===== src/hypot_pkg.sv =====
`default_nettype none

package hypot_pkg;

    // One vector component on ui_in or uio_in
    localparam int operand_w = 8;

    // 2 * 255^2 = 130050 needs 17 bits
    localparam int sum_w = 17;

    // Full root of the largest sum is 360
    localparam int root_w = 9;

    // One result bit per iteration
    localparam int iter_n = root_w;

    // Displayed byte on uo_out
    localparam int out_w = 8;

    // One sampled vector
    typedef struct packed {
        logic [operand_w-1:0] x;  // Component from ui_in
        logic [operand_w-1:0] y;  // Component from uio_in
    } operand_t;

    // Square of a single component
    typedef logic [2*operand_w-1:0] sq_t;

    // Sum of both squares, never overflows
    typedef logic [sum_w-1:0] sum_t;

    // Integer square root of sum_t
    typedef logic [root_w-1:0] root_t;

    // Magnitude as shown on the output pins
    typedef logic [out_w-1:0] out_t;

    // Roots above this are clamped
    localparam out_t out_max = 8'd255;

endpackage

`default_nettype wire


===== src/isqrt_seq.sv =====
`timescale 1ns/1ps
`default_nettype none

// Restoring digit-by-digit square root, one root bit per clock
module isqrt_seq (
    input  wire             clk,
    input  wire             rst_n,
    input  wire             start,     // Load radicand, begin a run
    input  wire hypot_pkg::sum_t radicand,
    output logic            done,      // One-cycle strobe, root is valid
    output hypot_pkg::root_t root
);

    // Radicand padded to an even bit count, two bits per step
    typedef logic [2*hypot_pkg::iter_n-1:0] rad_t;

    // Remainder never exceeds 2 * root, plus room for the shift
    typedef logic [hypot_pkg::root_w+2:0] rem_t;

    typedef logic [$clog2(hypot_pkg::iter_n+1)-1:0] cnt_t;

    logic             busy_q;
    cnt_t             cnt_q;     // Steps left in this run
    logic             done_q;
    rad_t             rad_q;     // Unconsumed radicand bits, MSBs first
    rem_t             rem_q;
    hypot_pkg::root_t root_q;

    rem_t rem_shift;
    rem_t trial;
    rem_t diff;
    logic fits;

    // One restoring step, all from registered state
    always_comb begin
        rem_shift = {rem_q[hypot_pkg::root_w:0], rad_q[2*hypot_pkg::iter_n-1 -: 2]};
        trial     = {1'b0, root_q, 2'b01};  // 4 * root + 1
        diff      = rem_shift - trial;
        fits      = (rem_shift >= trial);   // Keep the subtraction only if non-negative
    end

    // Run control
    always_ff @(posedge clk or negedge rst_n) begin
        if (!rst_n) begin
            busy_q <= 1'b0;
            cnt_q  <= '0;
            done_q <= 1'b0;
        end else begin
            done_q <= 1'b0;
            if (start) begin
                busy_q <= 1'b1;
                cnt_q  <= cnt_t'(hypot_pkg::iter_n);
            end else if (busy_q) begin
                cnt_q <= cnt_q - 1'b1;
                if (cnt_q == cnt_t'(1)) begin  // Last step lands with done
                    busy_q <= 1'b0;
                    done_q <= 1'b1;
                end
            end
        end
    end

    // Datapath
    always_ff @(posedge clk) begin
        if (start) begin
            rad_q  <= rad_t'(radicand);
            rem_q  <= '0;
            root_q <= '0;
        end else if (busy_q) begin
            rad_q  <= {rad_q[2*hypot_pkg::iter_n-3:0], 2'b00};
            rem_q  <= fits ? diff : rem_shift;
            // Top bit is still zero until the final step
            root_q <= {root_q[hypot_pkg::root_w-2:0], fits};
        end
    end

    assign done = done_q;
    assign root = root_q;

    a_done_pulse : assert property (
        @(posedge clk) disable iff (!rst_n)
        done |=> !done
    ) else $error("done held longer than one cycle");

    // Upstream must never restart a run in progress
    a_no_start_busy : assert property (
        @(posedge clk) disable iff (!rst_n)
        busy_q |-> !start
    ) else $error("start while root unit busy");

endmodule

`default_nettype wire


===== src/magnitude_seq.sv =====
`timescale 1ns/1ps
`default_nettype none

// Starts conversions while enabled, keeps one in flight, holds the result
module magnitude_seq (
    input  wire              clk,
    input  wire              rst_n,
    input  wire              ena,
    output logic             sample,     // Capture inputs at this edge
    input  wire              done,       // Root ready from the root unit
    input  wire hypot_pkg::root_t root,
    output hypot_pkg::out_t  magnitude
);

    logic            busy_q;
    hypot_pkg::out_t mag_q;
    hypot_pkg::out_t clamped;

    // New conversion only when idle, a running one ignores ena
    assign sample = ena && !busy_q;

    // Saturate 9-bit root to the output byte
    always_comb begin
        if (root > hypot_pkg::root_t'(hypot_pkg::out_max)) begin
            clamped = hypot_pkg::out_max;
        end else begin
            clamped = hypot_pkg::out_t'(root);
        end
    end

    always_ff @(posedge clk or negedge rst_n) begin
        if (!rst_n) begin
            busy_q <= 1'b0;
            mag_q  <= '0;
        end else begin
            if (sample) begin
                busy_q <= 1'b1;
            end else if (done) begin
                busy_q <= 1'b0;
                mag_q  <= clamped;  // Held until the next done
            end
        end
    end

    assign magnitude = mag_q;

    // Root unit only finishes conversions this block started
    a_done_busy : assert property (
        @(posedge clk) disable iff (!rst_n)
        done |-> busy_q
    ) else $error("done seen while sequencer idle");

endmodule

`default_nettype wire


===== src/sum_of_squares.sv =====
`timescale 1ns/1ps
`default_nettype none

// Two-stage pipeline: squares on the sample edge, sum one edge later
module sum_of_squares (
    input  wire                  clk,
    input  wire                  rst_n,
    input  wire                  sample,     // Capture operand this edge
    input  wire hypot_pkg::operand_t operand,
    output logic                 sum_valid,  // One-cycle strobe, sum is valid
    output hypot_pkg::sum_t      sum
);

    hypot_pkg::sq_t  sq_x_q;
    hypot_pkg::sq_t  sq_y_q;
    logic            sq_valid_q;
    hypot_pkg::sum_t sum_q;
    logic            sum_valid_q;

    // Stage 1 valid and stage 2 valid
    always_ff @(posedge clk or negedge rst_n) begin
        if (!rst_n) begin
            sq_valid_q  <= 1'b0;
            sum_valid_q <= 1'b0;
        end else begin
            sq_valid_q  <= sample;
            sum_valid_q <= sq_valid_q;
        end
    end

    // Stage 1 squares, only loaded on a sample strobe
    always_ff @(posedge clk) begin
        if (sample) begin
            sq_x_q <= hypot_pkg::sq_t'(operand.x) * hypot_pkg::sq_t'(operand.x);
            sq_y_q <= hypot_pkg::sq_t'(operand.y) * hypot_pkg::sq_t'(operand.y);
        end
    end

    // Stage 2 sum, widened before the add so the carry is kept
    always_ff @(posedge clk) begin
        if (sq_valid_q) begin
            sum_q <= hypot_pkg::sum_t'(sq_x_q) + hypot_pkg::sum_t'(sq_y_q);
        end
    end

    assign sum       = sum_q;
    assign sum_valid = sum_valid_q;

    // Fixed two-cycle latency in both directions
    a_sample_to_valid : assert property (
        @(posedge clk) disable iff (!rst_n)
        sample |-> ##2 sum_valid
    ) else $error("sum_valid missing two cycles after sample");

    a_valid_from_sample : assert property (
        @(posedge clk) disable iff (!rst_n)
        sum_valid |-> $past(sample, 2)
    ) else $error("sum_valid without a sample two cycles earlier");

endmodule

`default_nettype wire


===== src/tt_um_addon.sv =====
`timescale 1ns/1ps
`default_nettype none

// Vector magnitude tile: uo_out = min(255, isqrt(x^2 + y^2))
module tt_um_addon (
    input  wire [7:0] ui_in,    // x component
    input  wire [7:0] uio_in,   // y component
    output wire [7:0] uo_out,   // Saturated magnitude
    output wire [7:0] uio_out,
    output wire [7:0] uio_oe,   // All zero, uio pins are inputs
    input  wire       ena,
    input  wire       clk,
    input  wire       rst_n
);

    hypot_pkg::operand_t operand;
    logic                sample;
    logic                sum_valid;
    hypot_pkg::sum_t     sum;
    logic                done;
    hypot_pkg::root_t    root;
    hypot_pkg::out_t     magnitude;

    assign operand = '{x: ui_in, y: uio_in};

    sum_of_squares sum_of_squares_i (
        .clk       (clk),
        .rst_n     (rst_n),
        .sample    (sample),
        .operand   (operand),
        .sum_valid (sum_valid),
        .sum       (sum)
    );

    // Sum strobe starts the root directly
    isqrt_seq isqrt_seq_i (
        .clk      (clk),
        .rst_n    (rst_n),
        .start    (sum_valid),
        .radicand (sum),
        .done     (done),
        .root     (root)
    );

    magnitude_seq magnitude_seq_i (
        .clk       (clk),
        .rst_n     (rst_n),
        .ena       (ena),
        .sample    (sample),
        .done      (done),
        .root      (root),
        .magnitude (magnitude)
    );

    assign uo_out  = magnitude;
    assign uio_out = 8'd0;
    assign uio_oe  = 8'd0;

endmodule

`default_nettype wire


===== config.mk =====
export PLATFORM = sky130hd
export DESIGN_NAME = tt_um_addon
export DESIGN_NICKNAME = d
export VERILOG_FILES = /design/src/hypot_pkg.sv /design/src/isqrt_seq.sv /design/src/magnitude_seq.sv /design/src/sum_of_squares.sv /design/src/tt_um_addon.sv
export SDC_FILE = /design/constraint.sdc
export NUM_CORES = 1
export LEC_CHECK = 0
export CORE_ASPECT_RATIO = 1.1
export CORE_UTILIZATION = 45
export CTS_BUF_LIST = sky130_fd_sc_hd__clkbuf_8
export DETAILED_ROUTE_END_ITERATION = 16
export DONT_BUFFER_PORTS = 1
export PLACE_DENSITY = 0.62
export SLEW_MARGIN = 20
export SYNTH_ARGS = -nofsm -noshare
export SYNTH_HDL_FRONTEND = slang
export SYNTH_SLANG_ARGS = --single-unit

===== constraint.sdc =====
create_clock -name clk -period 5.45 [get_ports clk]
set_input_delay 1.09 -clock clk [delete_from_list [all_inputs] [get_ports clk]]
set_output_delay 1.09 -clock clk [all_outputs]
set_load 0.02 [all_outputs]

After elaboration in Yosys (flattened, before gate mapping)
Index checks and enable logic that the tools add are counted.
{"block": "totals", "ff_bits": 103, "in_bits": 19, "output_inout_bits": 24, "word_cells": 42}
{"block": "classes", "n_addsub": 3, "multipliers": 2, "magnitude_cmp": 2, "n_eq_ne": 1, "mux": 14, "bitwise": 1, "reduce_logical": 5}
{"op": "$mux W17", "n": 2}
{"op": "$mul A8 B8 Y16", "n": 2}
{"op": "$add A16 B16 Y17", "n": 1}
{"op": "$ge A12 B11 Y1", "n": 1}
{"op": "$mux W10", "n": 1}
{"op": "$sub A10 B10 Y10", "n": 1}
{"op": "$gt A9 B8 Y1 const B", "n": 1}
{"op": "$mux W1", "n": 8}
{"op": "$mux W4", "n": 2}
{"op": "$mux W8", "n": 1}
{"op": "$eq A4 B1 Y1 const B", "n": 1}
{"op": "$reduce_bool A2 Y1", "n": 2}
{"op": "$sub A4 B1 Y4 const B", "n": 1}
{"op": "$reduce_and A2 Y1", "n": 1}
{"op": "$logic_and A1 B1 Y1", "n": 1}
{"op": "$logic_not A1 Y1", "n": 1}
{"op": "$not A1 Y1", "n": 1}

Longest topological paths before layout
Gate-level depths: netlist of run 1.
{"block": "logic_depth", "word_depth": 4, "ltp_mapped": 17, "mapped_depth_nobuf": 16}

Modules after synthesis
From an unflattened synthesis of run 1, not the netlist that was laid out.
{"block": "hier_totals", "hier_cells": 844, "hier_area_um2": 8410.6}
{"mod": "sum_of_squares", "instances": 1, "cells_per_inst": 539, "area_per_inst_um2": 5447.7, "seq_area_each_um2": 1461.4}
{"mod": "isqrt_seq", "instances": 1, "cells_per_inst": 246, "area_per_inst_um2": 2443.6, "seq_area_each_um2": 1061.0}
{"mod": "magnitude_seq", "instances": 1, "cells_per_inst": 42, "area_per_inst_um2": 395.4, "seq_area_each_um2": 225.2}
{"mod": "tt_um_addon", "instances": 1, "cells_per_inst": 17, "area_per_inst_um2": 123.9, "seq_area_each_um2": 0.0}

Worst setup path after synthesis of run 1
Ideal clock, no wire load.
{"block": "synth_path", "path_kind": "input to register", "from": "input ui_in[5]", "to": "register sum_of_squares_i.sq_x_q[15], data pin", "t_arrival_ns": 4.869, "setup_slack_ns": 0.318, "cell_stages": 15, "cell_sequence": "clkbuf_1 -> inv_1 -> nor2_1 -> fa_1 -> fa_1 -> inv_1 -> fa_1 -> fa_1 -> inv_1 -> ha_1 -> o21a_1 -> a2111oi_2 -> o21ai_0 -> a21oi_1 -> xor2_1"}
{"block": "synth_between", "elab_chain_cells": 1}
{"item": "from (decl)", "line": "tt_um_addon.sv:6", "source": "input wire [7:0] ui_in,"}
{"item": "$mul A8 B8 Y16", "line": "sum_of_squares.sv:34", "source": "sq_x_q <= hypot_pkg::sq_t'(operand.x) * hypot_pkg::sq_t'(operand.x);"}
{"item": "to (signal assigned)", "line": "sum_of_squares.sv:34"}
{"item": "to (decl)", "line": "sum_of_squares.sv:14", "source": "hypot_pkg::sq_t sq_x_q;"}
Every way passes these cells.
A chain may end at the register's enable or synchronous reset.

Worst setup path after layout of run 1
Ends and elaborated chain as after synthesis.

==> results of run 1 <==
==> through the flow <==
step	hold slack (ps)	cells
6_report	406	990
5_1_grt	367	990
4_1_cts	377	990
3_5_place_dp	439	974
3_3_place_gp	431	974
2_1_floorplan	414	770
==> placed cells by master, fill, tap and decap left out, types with 2 or more instances in the layout <==
cell                       synthesis  final
sky130_fd_sc_hd__nand3_1           3      3
sky130_fd_sc_hd__o21ai_0          28     28
sky130_fd_sc_hd__nor2b_1          10      9
sky130_fd_sc_hd__a21oi_1          35     35
sky130_fd_sc_hd__inv_1           101    102
sky130_fd_sc_hd__nand2b_1         12     12
sky130_fd_sc_hd__a31oi_1          11     11
sky130_fd_sc_hd__o21a_1            8      8
sky130_fd_sc_hd__o2bb2a_1          2      2
sky130_fd_sc_hd__ha_1             87     87
sky130_fd_sc_hd__nand2_1          39     39
sky130_fd_sc_hd__a211oi_1          8      8
sky130_fd_sc_hd__mux2i_1          19     19
sky130_fd_sc_hd__buf_4            16      3
sky130_fd_sc_hd__mux2_2           15     15
sky130_fd_sc_hd__and2_1           43     43
sky130_fd_sc_hd__dfrtp_1          17     17
sky130_fd_sc_hd__o21bai_1          7      7
sky130_fd_sc_hd__edfxtp_1         64     64
sky130_fd_sc_hd__a21o_1           14     14
sky130_fd_sc_hd__or2_2             2      2
sky130_fd_sc_hd__xnor2_1          36     36
sky130_fd_sc_hd__inv_4             0      2
sky130_fd_sc_hd__conb_1            1     16
sky130_fd_sc_hd__o31a_1            2      2
sky130_fd_sc_hd__fa_1             48     48
sky130_fd_sc_hd__nor2_1           40     40
sky130_fd_sc_hd__dfxtp_1          20     20
sky130_fd_sc_hd__and3_1            4      4
sky130_fd_sc_hd__clkbuf_8          0     10
sky130_fd_sc_hd__or3_1             3      3
sky130_fd_sc_hd__o21ai_2           2      2
sky130_fd_sc_hd__nor3_1            5      5
sky130_fd_sc_hd__xor2_1           19     19
sky130_fd_sc_hd__nand4_1           5      5
==> how the worst min path moves through the flow <==
stage                                        end  slack, ps
floorplan                 magnitude_seq_i.busy_q        410
CTS                 magnitude_seq_i.magnitude[6]        380
detailed placement        magnitude_seq_i.busy_q        440
finish              magnitude_seq_i.magnitude[6]        410
global placement          magnitude_seq_i.busy_q        430
global route        magnitude_seq_i.magnitude[6]        370
==> routing by layer <==
| layer | GRT usage | wire [um] |
|---|---|---|
| met1 | 0.199 | 6060 |
| met2 | 0.304 | 7110 |
| met3 | 0.0273 | 363 |
| met4 | 0.0520 | 191 |
| met5 | 0 | 0 |
==> cells by family (layout without fill, tap and decap cells) <==
family	after synthesis	count (layout)	share of synthesized area
AOI/OAI and AO/OA	123	123	0.0983
xor gates and xnor gates	55	55	0.0612
other	1	16	0.000477
adders and majority gates	135	135	0.261
muxes	34	34	0.0457
DFF	101	101	0.349
and+or+nand+nor	171	171	0.111
buffers and inverters	135	121	0.0730
==> registers in the layout, summed over array words and instances (netlist names), 4 cells and up <==
signal,flops
magnitude_seq_i.magnitude,8
isqrt_seq_i.root,9
isqrt_seq_i.cnt_q,4
sum_of_squares_i.sq_y_q,15
sum_of_squares_i.sum,17
isqrt_seq_i.rem_q,10
isqrt_seq_i.rad_q,18
sum_of_squares_i.sq_x_q,15
==> area by class of cell <==
| cell class | instances | area share |
|---|---|---|
| Clock buffer | 10 | 0.0167 |
| Clock inverter | 6 | 0.00728 |
| Inverter | 102 | 0.0464 |
| Multi-Input combinational cell | 534 | 0.558 |
| Sequential cell | 101 | 0.333 |
| Tap cell | 234 | 0.0355 |
| Timing Repair Buffer | 3 | 0.00273 |
==> report_power, final <==
group          total, mW  internal [mW]  switching [mW]
combinational       1.98          0.884            1.09
sequential          1.31           1.14           0.169
clock              0.479          0.225           0.255
==> critical path: stages <==
cell and delay, ps:
sky130_fd_sc_hd__inv_1 50, sky130_fd_sc_hd__nor2_1 240, sky130_fd_sc_hd__fa_1 500, sky130_fd_sc_hd__fa_1 540
sky130_fd_sc_hd__inv_1 50, sky130_fd_sc_hd__fa_1 500, sky130_fd_sc_hd__fa_1 540, sky130_fd_sc_hd__inv_1 40
sky130_fd_sc_hd__ha_1 310, sky130_fd_sc_hd__o21a_1 150, sky130_fd_sc_hd__a2111oi_2 410, sky130_fd_sc_hd__o21ai_0 150
sky130_fd_sc_hd__a21oi_1 210, sky130_fd_sc_hd__xor2_1 80
==> impl_metrics.xml, run 1 <==
<?xml version="1.0" encoding="UTF-8"?>
<metrics>
  <group name="clock_tree">
    <metric name="clock_buffer_count_from_cts" unit="">9</metric>
    <metric name="ctsLongestPathBuffers" unit="">2</metric>
    <metric name="cts_root_buf" unit="">sky130_fd_sc_hd__clkbuf_8</metric>
    <metric name="cts_max_level" unit="">3</metric>
    <metric name="cts_setup_buffers" unit="">0</metric>
    <metric name="cts_tree" unit="">built</metric>
    <metric name="clock_sinks" unit="">101</metric>
    <metric name="worstSkewPairLatency" unit="ps">360</metric>
    <metric name="cts-resized-gates" unit="">0</metric>
    <metric name="clk_transition_reported_paths" unit="ps">100</metric>
    <metric name="holdBufCountCts" unit="">0</metric>
  </group>
  <group name="floorplanning">
    <metric name="num_io_pins" unit="">43</metric>
    <metric name="die_width" unit="um">128</metric>
    <metric name="row_count" unit="">50</metric>
    <metric name="fp.coreArea" unit="sq mm">0.0171</metric>
    <metric name="die_h" unit="um">141</metric>
    <metric name="initial_utilization" unit="">0.461</metric>
    <metric name="dieArea" unit="sq mm">0.0180</metric>
  </group>
  <group name="routing">
    <metric name="route.detailed.wl_per_inst" unit="um">13.9</metric>
    <metric name="initialDrtViolationCount" unit="">227</metric>
    <metric name="route.vias.total" unit="">5021</metric>
    <metric name="vias_per_cell" unit="">5.07</metric>
    <metric name="drt_pre_antenna_iters" unit="">4</metric>
    <metric name="drtAntennaViolNets" unit="">0</metric>
    <metric name="drc_errors" unit="">0</metric>
    <metric name="detailed_route_wl" unit="um">13700</metric>
  </group>
  <group name="finish">
    <metric name="antenna_cells" unit="">0</metric>
    <metric name="nFillCells" unit="">1596</metric>
    <metric name="multi_input_area" unit="sq mm">0.00460</metric>
    <metric name="layout_net_count" unit="">905</metric>
    <metric name="area_taken_by_flip_flops_and_latches" unit="sq mm">0.00275</metric>
    <metric name="area.growth.synth_to_final" unit="%">4.84</metric>
    <metric name="drive_above_1_share" unit="">0.0542</metric>
    <metric name="layout.cell_area.non_filler" unit="sq mm">0.00825</metric>
    <metric name="utilization" unit="">0.483</metric>
  </group>
  <group name="yosys">
    <metric name="synth_sequential_area_ratio" unit="">0.349</metric>
    <metric name="synth-main-ff-cell" unit="">sky130_fd_sc_hd__edfxtp_1</metric>
    <metric name="synth.most_common_cell" unit="">sky130_fd_sc_hd__inv_1</metric>
    <metric name="synth.area.top_cells" unit="">sky130_fd_sc_hd__edfxtp_1 (24%), sky130_fd_sc_hd__ha_1 (14%), sky130_fd_sc_hd__fa_1 (12%)</metric>
    <metric name="postSynthCellCount" unit="">755</metric>
    <metric name="synthesis.area_per_instance" unit="sq um">10.4</metric>
    <metric name="synth_edf_count" unit="">64</metric>
    <metric name="yosys_warnings" unit="">0</metric>
    <metric name="ys_ff_latch" unit="">101</metric>
    <metric name="yosysTopAreaCellShare" unit="">0.244</metric>
    <metric name="synth.cell_area" unit="sq mm">0.00787</metric>
    <metric name="synth_top_area_cell" unit="">sky130_fd_sc_hd__edfxtp_1</metric>
    <metric name="synth.top_cells.by_count" unit="">sky130_fd_sc_hd__inv_1 (101), sky130_fd_sc_hd__ha_1 (87), sky130_fd_sc_hd__edfxtp_1 (64)</metric>
    <metric name="yosys.cell_types.count" unit="">47</metric>
    <metric name="asr_flop_ratio_synth" unit="">0.168</metric>
  </group>
  <group name="critical_path">
    <metric name="critical_path_peak_fanout" unit="">9</metric>
    <metric name="cp.required" unit="ps">5560</metric>
    <metric name="worstSetupPathType" unit="">input port to register</metric>
    <metric name="critical_path.endpoint" unit="">sum_of_squares_i.sq_x_q[15]</metric>
    <metric name="crit_path_dat" unit="ps">4860</metric>
    <metric name="ff2ff_setup_slack" unit="ps">3060</metric>
    <metric name="r2r_cells" unit="">7</metric>
    <metric name="crit_path_end_kind" unit="">register</metric>
    <metric name="worst_r2r_endpoint" unit="">sum_of_squares_i.sum[15]</metric>
    <metric name="start_kind" unit="">input port</metric>
    <metric name="worst_setup_path_startpoint" unit="">ui_in[5]</metric>
    <metric name="reg2reg_from" unit="">sum_of_squares_i.sq_x_q[4]</metric>
  </group>
  <group name="sta">
    <metric name="grt_setup_unrepaired" unit="">no</metric>
    <metric name="slew_violations" unit="">0</metric>
    <metric name="max_freq" unit="GHz">0.210</metric>
    <metric name="worst_pin_slew" unit="ps">959</metric>
    <metric name="timing.slew.headroom" unit="">0.359</metric>
    <metric name="clock-skew-final" unit="ps">12.3</metric>
    <metric name="timing.final.crit_share" unit="">0.872</metric>
    <metric name="final_critical_path_setup_slack" unit="ps">696</metric>
    <metric name="report.final.setup_viol" unit="">0</metric>
    <metric name="final_period_minus_worst_setup_slack" unit="ps">4750</metric>
    <metric name="hold_viol_final" unit="">0</metric>
    <metric name="tns" unit="ps">0</metric>
  </group>
  <group name="run">
    <metric name="cap_violations" unit="">0</metric>
  </group>
  <group name="power_and_ir_drop">
    <metric name="total_power" unit="mW">3.76</metric>
    <metric name="power.density" unit="mW/mm^2">456</metric>
    <metric name="leakagePower" unit="nW">3.78</metric>
    <metric name="power.ir.vdd_worst" unit="V">0.000192</metric>
  </group>
  <group name="min_path">
    <metric name="hold_path_class" unit="">input port to async pin</metric>
  </group>
  <group name="placed_design">
    <metric name="hpwlAfterDp" unit="um">11200</metric>
    <metric name="numPortBuffers" unit="">0</metric>
    <metric name="place_area" unit="sq mm">0.00805</metric>
    <metric name="placement.setup.worst_slack" unit="ps">351</metric>
    <metric name="gpl.final_weighted_congestion" unit="">0.886</metric>
  </group>
  <group name="global_route">
    <metric name="grt_max_degree" unit="">38</metric>
    <metric name="wire_length_of_the_first_global_routing_pass" unit="um">23900</metric>
    <metric name="vias_in_the_first_global_route" unit="">5246</metric>
    <metric name="antenna_found_initial" unit="">0</metric>
    <metric name="grt_residual_overflow" unit="">0</metric>
    <metric name="global_route.usage.total" unit="">0.167</metric>
  </group>
  <group name="run_status">
    <metric name="outcome" unit="">finished clean</metric>
  </group>
</metrics>
(Power assumes the default switching activity.)
==> run 2, diff against run 1 <==
--- a/config.mk
+++ b/config.mk
@@ -10,6 +10,7 @@
 export CTS_BUF_LIST = sky130_fd_sc_hd__clkbuf_8
 export DETAILED_ROUTE_END_ITERATION = 16
 export DONT_BUFFER_PORTS = 1
+export GPL_TIMING_DRIVEN = 0
 export PLACE_DENSITY = 0.62
 export SLEW_MARGIN = 20
 export SYNTH_ARGS = -nofsm -noshare
==> run 2 against run 1 <==
  * Die area is the same
  * Fmax is 6.3% lower
  * Hold slack worse by 2.1 ps
  * Sequential power is essentially flat
  * Via count increased by 1.5%
  * Clock power is 4.8% lower
  * Combinational power rose by 4%
  * Setup slack got worse by 320 ps
  * Highest routed layer unchanged
  * Global-route usage decreased by 0.11 points
  * Non-clock buffer count grew 31
  * Clock-buffer cell count stayed put
  * Flip-flop and latch count stayed put
==> impl_metrics.xml, run 2 (synthesis results as in run 1) <==
<?xml version="1.0" encoding="UTF-8"?>
<metrics>
  <group name="sta">
    <metric name="timing.final.crit_share" unit="">0.931</metric>
    <metric name="clock-skew-final" unit="ps">14.6</metric>
    <metric name="report.final.setup_viol" unit="">0</metric>
    <metric name="hold_viol_final" unit="">0</metric>
    <metric name="grt_setup_unrepaired" unit="">no</metric>
    <metric name="final_period_minus_worst_setup_slack" unit="ps">5070</metric>
    <metric name="slew_violations" unit="">0</metric>
    <metric name="max_freq" unit="GHz">0.197</metric>
    <metric name="worst_pin_slew" unit="ps">722</metric>
    <metric name="timing.slew.headroom" unit="">0.519</metric>
  </group>
  <group name="routing">
    <metric name="drtAntennaViolNets" unit="">0</metric>
    <metric name="detailed_route_wl" unit="um">13800</metric>
    <metric name="route.detailed.wl_per_inst" unit="um">13.6</metric>
    <metric name="drc_errors" unit="">0</metric>
    <metric name="vias_per_cell" unit="">4.99</metric>
    <metric name="route.vias.total" unit="">5096</metric>
    <metric name="initialDrtViolationCount" unit="">189</metric>
    <metric name="drt_pre_antenna_iters" unit="">4</metric>
  </group>
  <group name="global_route">
    <metric name="antenna_found_initial" unit="">0</metric>
    <metric name="grt_residual_overflow" unit="">0</metric>
    <metric name="global_route.usage.total" unit="">0.166</metric>
    <metric name="grt_max_degree" unit="">29</metric>
    <metric name="wire_length_of_the_first_global_routing_pass" unit="um">24000</metric>
    <metric name="vias_in_the_first_global_route" unit="">5306</metric>
  </group>
  <group name="floorplanning">
    <metric name="num_io_pins" unit="">43</metric>
    <metric name="die_width" unit="um">128</metric>
    <metric name="dieArea" unit="sq mm">0.0180</metric>
    <metric name="row_count" unit="">50</metric>
    <metric name="fp.coreArea" unit="sq mm">0.0171</metric>
    <metric name="die_h" unit="um">141</metric>
    <metric name="initial_utilization" unit="">0.461</metric>
  </group>
  <group name="power_and_ir_drop">
    <metric name="power.ir.vdd_worst" unit="V">0.000216</metric>
    <metric name="leakagePower" unit="nW">3.87</metric>
    <metric name="power.density" unit="mW/mm^2">451</metric>
  </group>
  <group name="clock_tree">
    <metric name="clock_buffer_count_from_cts" unit="">9</metric>
    <metric name="clock_sinks" unit="">101</metric>
    <metric name="cts_tree" unit="">built</metric>
    <metric name="ctsLongestPathBuffers" unit="">2</metric>
    <metric name="cts-resized-gates" unit="">0</metric>
    <metric name="cts_setup_buffers" unit="">0</metric>
    <metric name="cts_root_buf" unit="">sky130_fd_sc_hd__clkbuf_8</metric>
    <metric name="worstSkewPairLatency" unit="ps">360</metric>
    <metric name="holdBufCountCts" unit="">0</metric>
    <metric name="cts_max_level" unit="">3</metric>
    <metric name="clk_transition_reported_paths" unit="ps">100</metric>
  </group>
  <group name="finish">
    <metric name="layout.cell_area.non_filler" unit="sq mm">0.00843</metric>
    <metric name="flip_flop_count_of_the_largest_register_all_copies_and_words_added" unit="">18</metric>
    <metric name="nFillCells" unit="">1556</metric>
    <metric name="area_taken_by_flip_flops_and_latches" unit="sq mm">0.00275</metric>
    <metric name="layout.cells.non_filler" unit="">1021</metric>
    <metric name="drive_above_1_share" unit="">0.0737</metric>
    <metric name="most_common_cell_after_layout_fill_and_taps_aside" unit="">sky130_fd_sc_hd__inv_1</metric>
    <metric name="largest-register" unit="">isqrt_seq_i.rad_q</metric>
    <metric name="commonest_cells_after_routing_fill_and_taps_aside" unit="">sky130_fd_sc_hd__inv_1 (101), sky130_fd_sc_hd__ha_1 (87), sky130_fd_sc_hd__edfxtp_1 (64)</metric>
    <metric name="layout_net_count" unit="">936</metric>
    <metric name="multi_input_area" unit="sq mm">0.00461</metric>
    <metric name="antenna_cells" unit="">0</metric>
    <metric name="area.growth.synth_to_final" unit="%">7.21</metric>
  </group>
  <group name="critical_path">
    <metric name="crit_path_end_kind" unit="">register</metric>
    <metric name="start_kind" unit="">input port</metric>
    <metric name="crit_path_dat" unit="ps">5190</metric>
    <metric name="critical_path_peak_fanout" unit="">10</metric>
    <metric name="cp.required" unit="ps">5570</metric>
    <metric name="worstSetupPathType" unit="">input port to register</metric>
  </group>
  <group name="placed_design">
    <metric name="post-place-cells" unit="">1005</metric>
    <metric name="numPortBuffers" unit="">0</metric>
    <metric name="hpwlAfterDp" unit="um">11400</metric>
    <metric name="gpl.final_weighted_congestion" unit="">0.791</metric>
    <metric name="place_area" unit="sq mm">0.00824</metric>
  </group>
  <group name="run">
    <metric name="cap_violations" unit="">0</metric>
  </group>
  <group name="run_status">
    <metric name="outcome" unit="">finished clean</metric>
  </group>
  <group name="min_path">
    <metric name="hold_path_class" unit="">input port to async pin</metric>
  </group>
</metrics>
==> run 2: changes by cell type in the layout (fill, tap and decap cells not counted) <==
cell / change
sky130_fd_sc_hd__buf_4: +13
sky130_fd_sc_hd__clkinvlp_4: +1
sky130_fd_sc_hd__bufinv_16: -1
sky130_fd_sc_hd__clkbuf_2: +1
sky130_fd_sc_hd__clkinv_2: -1
sky130_fd_sc_hd__inv_8: +2
sky130_fd_sc_hd__buf_12: +1
sky130_fd_sc_hd__buf_6: +1
sky130_fd_sc_hd__clkbuf_1: +15
sky130_fd_sc_hd__inv_1: -1
sky130_fd_sc_hd__nor2b_2: -1
sky130_fd_sc_hd__nor2b_4: +1
==> run 2: final cells by class <==
type / count / share of cell area
clock inverter: 6 / 0.00608
multi-input combinational: 534 / 0.546
clock buffer: 10 / 0.0163
inverter: 102 / 0.0454
timing repair buffer: 1 / 0.00237
sequential: 101 / 0.326
buffer: 33 / 0.0229
tap: 234 / 0.0347
==> run 2: worst paths after layout <==
check	start	to	slack [ps]	depth (start not counted)
worst max-delay path	uio_in[1]	sum_of_squares_i.sq_y_q[14]	380	13
worst min-delay path	rst_n	magnitude_seq_i.busy_q	400	0
worst max register to register	sum_of_squares_i.sq_x_q[4]	sum_of_squares_i.sum[15]	3140	7
worst min register to register	isqrt_seq_i.done	magnitude_seq_i.busy_q	450	1
max in group asynchronous	rst_n	isqrt_seq_i.busy_q	4980	0
min in group clk	isqrt_seq_i.done	magnitude_seq_i.busy_q	450	1
==> run 2: report_power, final <==
group	internal, mW	switching (mW)
Sequential	1.14	0.164
Clock	0.187	0.269
Combinational	0.907	1.14
==> run 2: critical path, cell delays in order <==
cell and delay (ps):
sky130_fd_sc_hd__clkbuf_1 300, sky130_fd_sc_hd__nand2_1 160, sky130_fd_sc_hd__fa_1 540, sky130_fd_sc_hd__fa_1 530, sky130_fd_sc_hd__fa_1 520, sky130_fd_sc_hd__fa_1 540
sky130_fd_sc_hd__inv_1 40, sky130_fd_sc_hd__ha_1 230, sky130_fd_sc_hd__or4_1 530, sky130_fd_sc_hd__o22ai_1 300, sky130_fd_sc_hd__nand2b_1 150, sky130_fd_sc_hd__nand3_1 100
sky130_fd_sc_hd__xor2_1 150
==> run 2: routing by layer <==
layer / track usage / share of wire / vias up
met5: 0 / 0 / -
met4: 0.0433 / 0.013 / 0
met3: 0.0220 / 0.021 / 16
met2: 0.315 / 0.54 / 61
met1: 0.194 / 0.43 / 2455
li1: - / - / 2564
==> run 2: metrics by stage <==
step / util / setup TNS (ps) / setup WS (ps) / hold slack [ps] / total power [mW]
floorplan: - / 0 / 318 / 414 / 2.93
global placement: 0.481 / -65.5 / -65.5 / 423 / 3.31
detailed placement: 0.483 / -342 / -145 / 450 / 3.38
CTS: 0.494 / 0 / 245 / 383 / 3.85
global route: 0.494 / 0 / 123 / 369 / 4.17
finish: 0.494 / 0 / 377 / 404 / 3.80
==> run 3, diff against run 2 <==
--- a/config.mk
+++ b/config.mk
@@ -6,12 +6,12 @@
 export NUM_CORES = 1
 export LEC_CHECK = 0
 export CORE_ASPECT_RATIO = 1.1
-export CORE_UTILIZATION = 45
+export CORE_UTILIZATION = 60
 export CTS_BUF_LIST = sky130_fd_sc_hd__clkbuf_8
 export DETAILED_ROUTE_END_ITERATION = 16
 export DONT_BUFFER_PORTS = 1
 export GPL_TIMING_DRIVEN = 0
-export PLACE_DENSITY = 0.62
+export PLACE_DENSITY = 0.78
 export SLEW_MARGIN = 20
 export SYNTH_ARGS = -nofsm -noshare
 export SYNTH_HDL_FRONTEND = slang
==> run 3 against run 2 <==
  * The flow now finishes with violations (design-rule violations)
  * Core utilization grew 16 points
  * Clock-buffer cell count shrank 1
  * Non-clock buffer count is the same
  * Register-to-register slack gained 60 ps
==> impl_metrics.xml, run 3 (synthesis results as in run 1) <==
<?xml version="1.0" encoding="UTF-8"?>
<metrics>
  <group name="run_status">
    <metric name="outcome" unit="">finished, violations left</metric>
    <metric name="failed_checks" unit="">design-rule violations</metric>
  </group>
  <group name="sta">
    <metric name="timing.slew.headroom" unit="">0.546</metric>
    <metric name="final_critical_path_setup_slack" unit="ps">370</metric>
    <metric name="grt_setup_unrepaired" unit="">no</metric>
    <metric name="tns" unit="ps">0</metric>
    <metric name="final_period_minus_worst_setup_slack" unit="ps">5080</metric>
    <metric name="clock-skew-final" unit="ps">16.3</metric>
    <metric name="hold-worst-slack" unit="ps">394</metric>
    <metric name="max_freq" unit="GHz">0.197</metric>
    <metric name="timing.final.crit_share" unit="">0.932</metric>
    <metric name="report.final.setup_viol" unit="">0</metric>
    <metric name="worst_pin_slew" unit="ps">681</metric>
    <metric name="hold_viol_final" unit="">0</metric>
    <metric name="slew_violations" unit="">0</metric>
  </group>
  <group name="floorplanning">
    <metric name="dieArea" unit="sq mm">0.0136</metric>
    <metric name="row_count" unit="">43</metric>
    <metric name="num_io_pins" unit="">43</metric>
    <metric name="initial_utilization" unit="">0.619</metric>
    <metric name="die_h" unit="um">122</metric>
    <metric name="die_width" unit="um">111</metric>
    <metric name="fp.coreArea" unit="sq mm">0.0127</metric>
  </group>
  <group name="critical_path">
    <metric name="worst_r2r_endpoint" unit="">sum_of_squares_i.sum[15]</metric>
    <metric name="ff2ff_setup_slack" unit="ps">3200</metric>
    <metric name="cp.required" unit="ps">5580</metric>
    <metric name="critical_path_peak_fanout" unit="">10</metric>
    <metric name="worstSetupPathType" unit="">input port to register</metric>
    <metric name="crit_path_dat" unit="ps">5210</metric>
    <metric name="r2r_cells" unit="">7</metric>
    <metric name="crit_path_end_kind" unit="">register</metric>
    <metric name="start_kind" unit="">input port</metric>
    <metric name="reg2reg_from" unit="">sum_of_squares_i.sq_x_q[4]</metric>
  </group>
  <group name="finish">
    <metric name="layout_net_count" unit="">936</metric>
    <metric name="flip_flop_count_of_the_largest_register_all_copies_and_words_added" unit="">18</metric>
    <metric name="utilization" unit="">0.658</metric>
    <metric name="commonest_cells_after_routing_fill_and_taps_aside" unit="">sky130_fd_sc_hd__inv_1 (101), sky130_fd_sc_hd__ha_1 (87), sky130_fd_sc_hd__edfxtp_1 (64)</metric>
    <metric name="multi_input_area" unit="sq mm">0.00461</metric>
    <metric name="drive_above_1_share" unit="">0.0737</metric>
    <metric name="most_common_cell_after_layout_fill_and_taps_aside" unit="">sky130_fd_sc_hd__inv_1</metric>
    <metric name="layout.cells.non_filler" unit="">944</metric>
    <metric name="antenna_cells" unit="">0</metric>
    <metric name="largest-register" unit="">isqrt_seq_i.rad_q</metric>
    <metric name="area_taken_by_flip_flops_and_latches" unit="sq mm">0.00275</metric>
    <metric name="nFillCells" unit="">996</metric>
    <metric name="layout.cell_area.non_filler" unit="sq mm">0.00835</metric>
    <metric name="area.growth.synth_to_final" unit="%">6.20</metric>
  </group>
  <group name="clock_tree">
    <metric name="clock_buffer_count_from_cts" unit="">9</metric>
    <metric name="holdBufCountCts" unit="">0</metric>
    <metric name="cts_max_level" unit="">3</metric>
    <metric name="ctsLongestPathBuffers" unit="">2</metric>
    <metric name="cts_tree" unit="">built</metric>
    <metric name="worstSkewPairLatency" unit="ps">370</metric>
    <metric name="cts_setup_buffers" unit="">0</metric>
    <metric name="cts_root_buf" unit="">sky130_fd_sc_hd__clkbuf_8</metric>
    <metric name="cts-resized-gates" unit="">0</metric>
    <metric name="clock_sinks" unit="">101</metric>
    <metric name="clk_transition_reported_paths" unit="ps">100</metric>
  </group>
  <group name="routing">
    <metric name="initialDrtViolationCount" unit="">286</metric>
    <metric name="vias_per_cell" unit="">5.51</metric>
    <metric name="detailed_route_wl" unit="um">13800</metric>
    <metric name="drtAntennaViolNets" unit="">0</metric>
    <metric name="drc_errors" unit="">3</metric>
    <metric name="route.detailed.wl_per_inst" unit="um">14.6</metric>
    <metric name="drt_pre_antenna_iters" unit="">11</metric>
    <metric name="route.vias.total" unit="">5204</metric>
  </group>
  <group name="placed_design">
    <metric name="numPortBuffers" unit="">0</metric>
    <metric name="placement.setup.worst_slack" unit="ps">-143</metric>
    <metric name="post-place-cells" unit="">928</metric>
    <metric name="place_area" unit="sq mm">0.00815</metric>
    <metric name="gpl.final_weighted_congestion" unit="">0.922</metric>
    <metric name="hpwlAfterDp" unit="um">11100</metric>
  </group>
  <group name="global_route">
    <metric name="antenna_found_initial" unit="">0</metric>
    <metric name="vias_in_the_first_global_route" unit="">5366</metric>
    <metric name="wire_length_of_the_first_global_routing_pass" unit="um">23500</metric>
    <metric name="global_route.usage.total" unit="">0.218</metric>
    <metric name="grt_max_degree" unit="">32</metric>
    <metric name="grt_residual_overflow" unit="">0</metric>
  </group>
  <group name="run">
    <metric name="cap_violations" unit="">0</metric>
  </group>
  <group name="min_path">
    <metric name="hold_path_class" unit="">input port to async pin</metric>
  </group>
  <group name="power_and_ir_drop">
    <metric name="power.ir.vdd_worst" unit="V">0.000196</metric>
    <metric name="leakagePower" unit="nW">3.88</metric>
    <metric name="power.density" unit="mW/mm^2">460</metric>
    <metric name="total_power" unit="mW">3.84</metric>
  </group>
</metrics>
run 3: worst max-delay path, stage by stage:
cell	delay [ps]
sky130_fd_sc_hd__clkbuf_1	290
sky130_fd_sc_hd__nand2_1	170
sky130_fd_sc_hd__fa_1	530
sky130_fd_sc_hd__fa_1	530
sky130_fd_sc_hd__fa_1	520
sky130_fd_sc_hd__fa_1	550
sky130_fd_sc_hd__inv_1	40
sky130_fd_sc_hd__ha_1	240
sky130_fd_sc_hd__or4_1	540
sky130_fd_sc_hd__o22ai_1	290
sky130_fd_sc_hd__nand2b_1	180
sky130_fd_sc_hd__nand3_1	90
sky130_fd_sc_hd__xor2_1	150
run 3: worst max-delay path by stage:
stage	from	to	slack, ps	cells past startpoint
floorplan	ui_in[5]	sum_of_squares_i.sq_x_q[15]	320	15
global placement	ui_in[5]	sum_of_squares_i.sq_x_q[15]	8	15
detailed placement	ui_in[5]	sum_of_squares_i.sq_x_q[15]	-140	15
CTS	ui_in[5]	sum_of_squares_i.sq_x_q[15]	260	15
global route	ui_in[5]	sum_of_squares_i.sq_x_q[15]	180	15
finish	uio_in[1]	sum_of_squares_i.sq_y_q[14]	370	13
run 3: metal layers:
metal  GRT usage  part of all wire
met3      0.0323             0.029
met4       0.106             0.031
met2       0.408              0.54
met1       0.244              0.40
met5           0                 0
run 3: where the power goes:
part	switching (mW)	leakage (nW)	total, mW	internal [mW]
clock network	0.263	0.0980	0.482	0.218
logic	1.14	2.82	2.05	0.914
registers	0.170	0.958	1.31	1.14
run 3: final cells by class:
cell class                      instances  area share
Timing Repair Buffer                    1     0.00240
Clock inverter                          7     0.00989
Tap cell                              157      0.0235
Inverter                              102      0.0458
Clock buffer                            9      0.0148
Buffer                                 33      0.0231
Multi-Input combinational cell        534       0.552
Sequential cell                       101       0.329
